`src/source/lcd_consts.svh`:
```
`ifndef LCD_CONSTS_SVH
`define LCD_CONSTS_SVH

// Write table size
`define LCD_TABLE_LEN 37	// Init commands, two text lines, line-2 address
`define LCD_LAST_INDEX 36	// Index wraps to 0 after this entry

// Clock cycles per tick
// 1 ms at 50 MHz, long enough for the clear command
`define LCD_TICK_DIV_DEFAULT 50000

// HD44780 command codes
`define LCD_CMD_FUNCSET 8'h38	// 8-bit bus, 2 lines, 5x8 font
`define LCD_CMD_ENTRY 8'h06	// Increment cursor, no shift
`define LCD_CMD_DISPON 8'h0C	// Display on, cursor off
`define LCD_CMD_CLEAR 8'h01	// Clear display, cursor home
`define LCD_CMD_LINE2 8'hC0	// DDRAM address 0x40

`endif

```
`src/source/lcd_pkg.sv`:
```
package lcd_pkg;

	// One byte on the LCD data bus
	// Either a command code or an ASCII character
	typedef logic [7:0] lcd_byte_t;

	// Position in the write table, 0 to 36
	typedef logic [5:0] lcd_index_t;

	// Phases of one bus write, one tick each
	typedef enum logic [1:0] {
		PH_SETUP  = 2'd0,	// Load rs and dat from the table
		PH_ENABLE = 2'd1,	// Raise the enable line
		PH_HOLD   = 2'd2	// Drop enable, then step the index
	} lcd_phase_t;

endpackage

```
`src/source/lcd_tick_gen.sv`:
```
module lcd_tick_gen #(
	parameter int TICK_DIV = 4
) (
	input  logic clk,
	input  logic arst_n,
	output logic tick
);

	// At least one bit, even for a divider of 1
	localparam int CNT_W = (TICK_DIV > 1) ? $clog2(TICK_DIV) : 1;
	localparam logic [CNT_W-1:0] CNT_LAST = CNT_W'(TICK_DIV - 1);

	logic [CNT_W-1:0] count;	// Free-running, 0 to TICK_DIV-1

	always_ff @(posedge clk or negedge arst_n) begin
		if (!arst_n) begin
			count <= '0;
		end else if (count == CNT_LAST) begin
			count <= '0;	// Wrap, tick is high this cycle
		end else begin
			count <= count + 1'b1;
		end
	end

	// One cycle strobe on the last count
	assign tick = (count == CNT_LAST);

	// With a real divider the strobe never lasts two cycles
	a_tick_single: assert property (
		@(posedge clk) disable iff (!arst_n)
		(TICK_DIV > 1) && tick |=> !tick
	) else $error("tick high for two cycles in a row");

endmodule

```
`src/source/lcd_message_rom.sv`:
```
`include "lcd_consts.svh"

module lcd_message_rom (
	input  lcd_pkg::lcd_index_t index,
	output logic                rs_bit,
	output lcd_pkg::lcd_byte_t  data_byte
);

	import lcd_pkg::*;

	// Text is the common case, commands clear rs_bit
	always_comb begin
		rs_bit    = 1'b1;
		data_byte = `LCD_CMD_CLEAR;
		case (index)
			6'd0: begin
				rs_bit    = 1'b0;
				data_byte = `LCD_CMD_FUNCSET;
			end
			6'd1: begin
				rs_bit    = 1'b0;
				data_byte = `LCD_CMD_ENTRY;
			end
			6'd2: begin
				rs_bit    = 1'b0;
				data_byte = `LCD_CMD_DISPON;
			end
			6'd3: begin
				rs_bit    = 1'b0;
				data_byte = `LCD_CMD_CLEAR;
			end
			// Line 1, "LCD READY  8 BIT"
			6'd4:  data_byte = "L";
			6'd5:  data_byte = "C";
			6'd6:  data_byte = "D";
			6'd7:  data_byte = " ";
			6'd8:  data_byte = "R";
			6'd9:  data_byte = "E";
			6'd10: data_byte = "A";
			6'd11: data_byte = "D";
			6'd12: data_byte = "Y";
			6'd13: data_byte = " ";
			6'd14: data_byte = " ";
			6'd15: data_byte = "8";
			6'd16: data_byte = " ";
			6'd17: data_byte = "B";
			6'd18: data_byte = "I";
			6'd19: data_byte = "T";
			6'd20: begin
				rs_bit    = 1'b0;	// Cursor to start of line 2
				data_byte = `LCD_CMD_LINE2;
			end
			// Line 2, "HD44780 DRIVER  "
			6'd21: data_byte = "H";
			6'd22: data_byte = "D";
			6'd23: data_byte = "4";
			6'd24: data_byte = "4";
			6'd25: data_byte = "7";
			6'd26: data_byte = "8";
			6'd27: data_byte = "0";
			6'd28: data_byte = " ";
			6'd29: data_byte = "D";
			6'd30: data_byte = "R";
			6'd31: data_byte = "I";
			6'd32: data_byte = "V";
			6'd33: data_byte = "E";
			6'd34: data_byte = "R";
			6'd35: data_byte = " ";
			6'd36: data_byte = " ";
			default: begin
				rs_bit    = 1'b0;	// Past the table, harmless clear
				data_byte = `LCD_CMD_CLEAR;
			end
		endcase
	end

endmodule

```
`src/source/lcd_write_sequencer.sv`:
```
`include "lcd_consts.svh"

module lcd_write_sequencer (
	input  logic                clk,
	input  logic                arst_n,
	input  logic                tick,
	output lcd_pkg::lcd_index_t index,
	input  logic                rom_rs,
	input  lcd_pkg::lcd_byte_t  rom_byte,
	output logic                rs,
	output lcd_pkg::lcd_byte_t  dat,
	output logic                ena
);

	import lcd_pkg::*;

	localparam lcd_index_t LAST_INDEX = lcd_index_t'(`LCD_LAST_INDEX);

	lcd_phase_t phase;

	// Each write is three ticks long
	// rs and dat settle one tick before enable and hold one tick after it
	always_ff @(posedge clk or negedge arst_n) begin
		if (!arst_n) begin
			phase <= PH_SETUP;
			index <= '0;
			ena   <= 1'b0;
			rs    <= 1'b0;
			dat   <= '0;
		end else if (tick) begin
			case (phase)
				PH_SETUP: begin
					rs    <= rom_rs;	// Latch table entry
					dat   <= rom_byte;
					phase <= PH_ENABLE;
				end
				PH_ENABLE: begin
					ena   <= 1'b1;
					phase <= PH_HOLD;
				end
				PH_HOLD: begin
					ena   <= 1'b0;	// Panel takes data on this edge
					phase <= PH_SETUP;
					if (index == LAST_INDEX) begin
						index <= '0;	// Start the table over
					end else begin
						index <= index + 1'b1;
					end
				end
				default: begin
					ena   <= 1'b0;
					phase <= PH_SETUP;
				end
			endcase
		end
	end

	// Enable is only driven during the hold phase
	a_ena_in_hold: assert property (
		@(posedge clk) disable iff (!arst_n)
		ena |-> (phase == PH_HOLD)
	) else $error("ena high outside PH_HOLD");

	// Bus must not move under the enable pulse or on its falling edge
	a_bus_stable: assert property (
		@(posedge clk) disable iff (!arst_n)
		ena |=> ($stable(dat) && $stable(rs))
	) else $error("dat or rs changed while ena was high");

	a_index_range: assert property (
		@(posedge clk) disable iff (!arst_n)
		index <= LAST_INDEX
	) else $error("index past the end of the table");

endmodule

```
`src/source/lcd_controller.sv`:
```
`include "lcd_consts.svh"

module lcd_controller #(
	parameter int TICK_DIV = `LCD_TICK_DIV_DEFAULT
) (
	input  logic               clk,
	input  logic               arst_n,
	output logic               rs,
	output logic               rw,
	output logic               ena,
	output lcd_pkg::lcd_byte_t dat
);

	import lcd_pkg::*;

	logic       tick;	// One cycle per TICK_DIV clocks
	lcd_index_t index;
	logic       rom_rs;
	lcd_byte_t  rom_byte;

	lcd_tick_gen #(
		.TICK_DIV (TICK_DIV)
	) i_tick_gen (
		.clk    (clk),
		.arst_n (arst_n),
		.tick   (tick)
	);

	lcd_write_sequencer i_sequencer (
		.clk      (clk),
		.arst_n   (arst_n),
		.tick     (tick),
		.index    (index),
		.rom_rs   (rom_rs),
		.rom_byte (rom_byte),
		.rs       (rs),
		.dat      (dat),
		.ena      (ena)
	);

	lcd_message_rom i_message_rom (
		.index     (index),
		.rs_bit    (rom_rs),
		.data_byte (rom_byte)
	);

	assign rw = 1'b0;	// Write only, busy flag never read

endmodule

```
`config.mk`:
```
export PLATFORM = sky130hd
export DESIGN_NAME = lcd_controller
export DESIGN_NICKNAME = d
export VERILOG_FILES = /design/src/source/lcd_pkg.sv /design/src/source/lcd_tick_gen.sv /design/src/source/lcd_message_rom.sv /design/src/source/lcd_write_sequencer.sv /design/src/source/lcd_controller.sv
export VERILOG_INCLUDE_DIRS = /design/src /design/src/source
export SDC_FILE = /design/constraint.sdc
export NUM_CORES = 1
export LEC_CHECK = 0
export ABC_AREA = 1
export BUFFER_PORTS_ARGS = -buffer_cell sky130_fd_sc_hd__buf_2
export CORE_MARGIN = 5
export CORE_UTILIZATION = 39
export CTS_CLUSTER_DIAMETER = 80
export CTS_CLUSTER_SIZE = 12
export DETAILED_ROUTE_END_ITERATION = 8
export PLACE_DENSITY = 0.63
export SLEW_MARGIN = 30
export SYNTH_ARGS = -nofsm -noshare
export SYNTH_HDL_FRONTEND = slang
export SYNTH_SLANG_ARGS = --single-unit
```
`constraint.sdc`:
```
create_clock -name clk -period 1.9 [get_ports clk]
set_input_delay 0.095 -clock clk [delete_from_list [all_inputs] [get_ports clk]]
set_output_delay 0.095 -clock clk [all_outputs]
set_load 0.02 [all_outputs]
```
==> results.md <==
* Post-synthesis instance area at 2386 µm²
* FMAX at 568.1 MHz
* Worst Max-Slew Pin Slew at 0.7783 ns
* H-tree lvl count at 2
* Fill cells at 607
* Fin Clk Skew at 0.005413 ns
* Startpoint types: flop
* Final critical-path setup slack at 0.1399 ns
* RePlAce Congestion at 0.9593
* Number of rows in the core area at 28
* Final core area utilization at 44.34%
* Fin. Hold Viols at 0
* Effective utilization at floorplan at 40.30%
* Most area-consuming cells after synthesis: sky130_fd_sc_hd__dfrtp_1 (36%), sky130_fd_sc_hd__nand2_1 (12%), sky130_fd_sc_hd__nand3_1 (6.9%)
* Total wire length at 5664 µm
* Fraction of registers with async set/reset at 100.0%
* Kind of path behind the tightest hold check: input pin to asynchronous set/reset pin
* Kind of critical path: flop to flop
* Number of detailed-route iterations in the first pass at 5
* Via count of the first global-routing pass at 2082
* Synthesis Warnings at 0
* Clock-pin slew on the worst setup and hold paths at 0.08 ns
* Number of distinct library cell variants in the gate-level netlist after synthesis at 34
* Post-route clock period utilization at 92.64%
* Synthesis-stage register bit count at 34
* CTS Buf Count at 5
* Max-cap viol count at 0
* Required time of the critical path at 2.10 ns
* Cell types with the highest counts after synthesis: sky130_fd_sc_hd__nand2_1 (78), sky130_fd_sc_hd__nor2_1 (44), sky130_fd_sc_hd__inv_1 (39), sky130_fd_sc_hd__dfrtp_1 (34), sky130_fd_sc_hd__nand3_1 (33)
* Avg Cell Area, Syn at 7.080 µm²
* Total congestion overflow at 0
* Final Non-Filler Cells at 427
* Buffer type at the clock tree root: sky130_fd_sc_hd__clkbuf_8
* Total inserted antenna cells at 0
* Post-Route Hold Slack at 0.4132 ns
* Tot GR Track Use at 16.20%
* Endpoint of the worst register-to-register path: i_sequencer.index[0]$_DFFE_PN0P_
* Worst reg2reg startpoint: i_tick_gen.count[0]$_DFF_PN0_
* Outcome: completed
* Count of pins over their slew limit at 0
* Post-DR wirelength/cell at 13.26 µm
* Power Dens Cells at 507.0 nW/µm²
* Flop-to-flop setup slack at 0.14 ns
* Data arrival, critical path at 1.96 ns
* Area enclosed by the die boundary at 7782 µm²
* CP startpoint: i_tick_gen.count[0]$_DFF_PN0_
* Top Ports at 13
* Via-per-instance ratio at 5.145
* Nature of the critical path endpoint: flop
* Relative slew margins at 48.11%
* Total number of vias at 2197
* Synthesized netlist net count at 344
* CTS sink count at 34
* Number of placed instances, taps included at 418
* Share of the synthesized area in the top cell type at 35.66%
* Maximum buffer depth of the clock tree at 2
* Layout-stage area growth over the synthesis result at 10.02%
* Die height at 88.22 µm
* Pin count of the biggest net entering global routing at 35
* Setup_tns at 0 ns
* Syn Inst Count at 337
* Most frequently used cell type in the post-synthesis netlist: sky130_fd_sc_hd__nand2_1
* Share of layout cells above drive strength 1 at 18.47%
* DIE WIDTH at 88.22 µm
* Number of input and output port buffers inserted at 11
* Minimum clock period at 1.760 ns
* Max VDD drop at 0.0002729 V
* Number of cells on the worst reg-to-reg path at 10
* Number of nets still failing antenna checks after routing at 0
* Starting DRT DRC Count at 113
* Antenna violations before repair at 0
* Proportion of synthesized chip area in sequential cells at 35.66%
* Leakage power total at 0.001336 µW
* Remaining DRCs at 0
* Wire length of the first global-routing pass at 9887 µm
* Post-Place Setup Slack at 0.06660 ns
* Commonest register cell after synthesis: sky130_fd_sc_hd__dfrtp_1
* Source-to-sink clock delay at the later pin of the worst-skew pair at 0.30 ns
* Clock tree from TritonCTS: built
* Net count reported at finish at 358
* Post CTS Setup Buffer Count at 0
* Crit Path Max Fanout at 10
* EDFF count, synth at 0
* Detail Placement HPWL at 4102 µm
* Setup violators final at 0
* Core Region at 5921 µm²
* Post-synth top area cell: sky130_fd_sc_hd__dfrtp_1
-- critical path, cell delays in order, from the launching register on --
cell and delay, ns:
sky130_fd_sc_hd__dfrtp_1 0.37, sky130_fd_sc_hd__ha_1 0.19, sky130_fd_sc_hd__nand2_1 0.07, sky130_fd_sc_hd__nor2_2 0.15
sky130_fd_sc_hd__inv_1 0.10, sky130_fd_sc_hd__nor2_1 0.11, sky130_fd_sc_hd__nand2_1 0.09, sky130_fd_sc_hd__nor3_2 0.21
sky130_fd_sc_hd__buf_4 0.20, sky130_fd_sc_hd__nand3_1 0.07, sky130_fd_sc_hd__o21ai_0 0.10
-- how the worst max path moves through the flow --
stage	to	slack, ns	cells after the start
2_1_floorplan	i_sequencer.dat[0]$_DFFE_PN0P_	0.30	11
3_3_place_gp	i_sequencer.dat[0]$_DFFE_PN0P_	0.06	10
3_5_place_dp	i_sequencer.dat[0]$_DFFE_PN0P_	0.07	10
4_1_cts	i_sequencer.dat[0]$_DFFE_PN0P_	0.05	10
5_1_grt	i_sequencer.index[0]$_DFFE_PN0P_	-0.006	10
6_report	i_sequencer.index[0]$_DFFE_PN0P_	0.14	10
-- timing repair --
| action | 4_1_cts | 5_1_grt |
|---|---|---|
| endpoints found under the setup margin | 0 | 6 |
| gates resized for setup | 0 | 8 |
| hold buffers | 1 | 0 |
| endpoints found under the hold margin | 34 | 0 |
-- power breakdown --
group / internal [µW] / switching [µW] / total (µW)
Sequential: 723 / 0 / 723
Clock: 292 / 298 / 590
Combinational: 2.05 / 15.9 / 17.9
-- cell families (layout without fill, tap and decap cells) --
kind of cell | after synthesis | in the layout | share of synthesized area (%)
flops | 34 | 34 | 35.66
compound gates | 36 | 36 | 8.862
xor+xnor | 9 | 9 | 3.304
fa+ha+maj | 5 | 5 | 2.622
other cells | 1 | 1 | 0.1572
simple gates | 196 | 196 | 38.60
buf+inv | 56 | 71 | 10.80
-- state kept, by name, indices dropped and copies added (netlist names) --
| name | flops |
|---|---|
| i_tick_gen.count | 16 |
| i_sequencer.dat | 8 |
| i_sequencer.index | 6 |
| i_sequencer.phase | 2 |
| i_sequencer.ena | 1 |
| i_sequencer.rs | 1 |
-- placed cells by master (no fill, tap or decap), types with 2 or more instances in the layout --
cell                       netlist  layout
sky130_fd_sc_hd__a21oi_1         8       8
sky130_fd_sc_hd__buf_2           1      11
sky130_fd_sc_hd__o21ai_1         5       6
sky130_fd_sc_hd__o21ai_0        14      13
sky130_fd_sc_hd__inv_2           6       6
sky130_fd_sc_hd__nor2_4          5       5
sky130_fd_sc_hd__clkbuf_8        0       6
sky130_fd_sc_hd__nand2_1        78      77
sky130_fd_sc_hd__xor2_1          8       8
sky130_fd_sc_hd__o21ai_2         2       2
sky130_fd_sc_hd__inv_1          39      39
sky130_fd_sc_hd__nor2_1         44      44
sky130_fd_sc_hd__clkinv_2        1       2
sky130_fd_sc_hd__o211ai_1        4       4
sky130_fd_sc_hd__buf_4           6       4
sky130_fd_sc_hd__nor3_1          9       9
sky130_fd_sc_hd__ha_2            0       4
sky130_fd_sc_hd__nand4_1         6       6
sky130_fd_sc_hd__nor2_2          8       8
sky130_fd_sc_hd__dfrtp_1        34      33
sky130_fd_sc_hd__nor3_2          2       2
sky130_fd_sc_hd__nand3_2         3       4
sky130_fd_sc_hd__nand3_1        33      32
sky130_fd_sc_hd__nand2_2         3       4
-- routing by layer --
metal	vias to the layer above	global-route usage, %	wire, µm
met3	14	2.793	293
met4	0	8.104	156
met2	74	24.88	2582
met1	1006	21.98	2631
met5	-	0	0
li1	1103	-	-
-- final cells by class --
class / instances / area (µm²) / share of cell area, %
Inverter: 46 / 173.9 / 6.625
Clock buffer: 6 / 82.58 / 3.146
Timing Repair Buffer: 17 / 115.1 / 4.385
Sequential cell: 34 / 852.1 / 32.46
Multi-Input combinational cell: 247 / 1295 / 49.33
Clock inverter: 2 / 12.51 / 0.4766
Tap cell: 75 / 93.84 / 3.575
-- per-stage QoR --
stage,total power (µW),cell area (µm²)
6_report,1331,2625
5_1_grt,1378,2625
4_1_cts,1342,2606
3_5_place_dp,755.7,2501
3_3_place_gp,755.0,2501
2_1_floorplan,740.8,2386
Note: power is estimated with default switching activity, not from simulation.
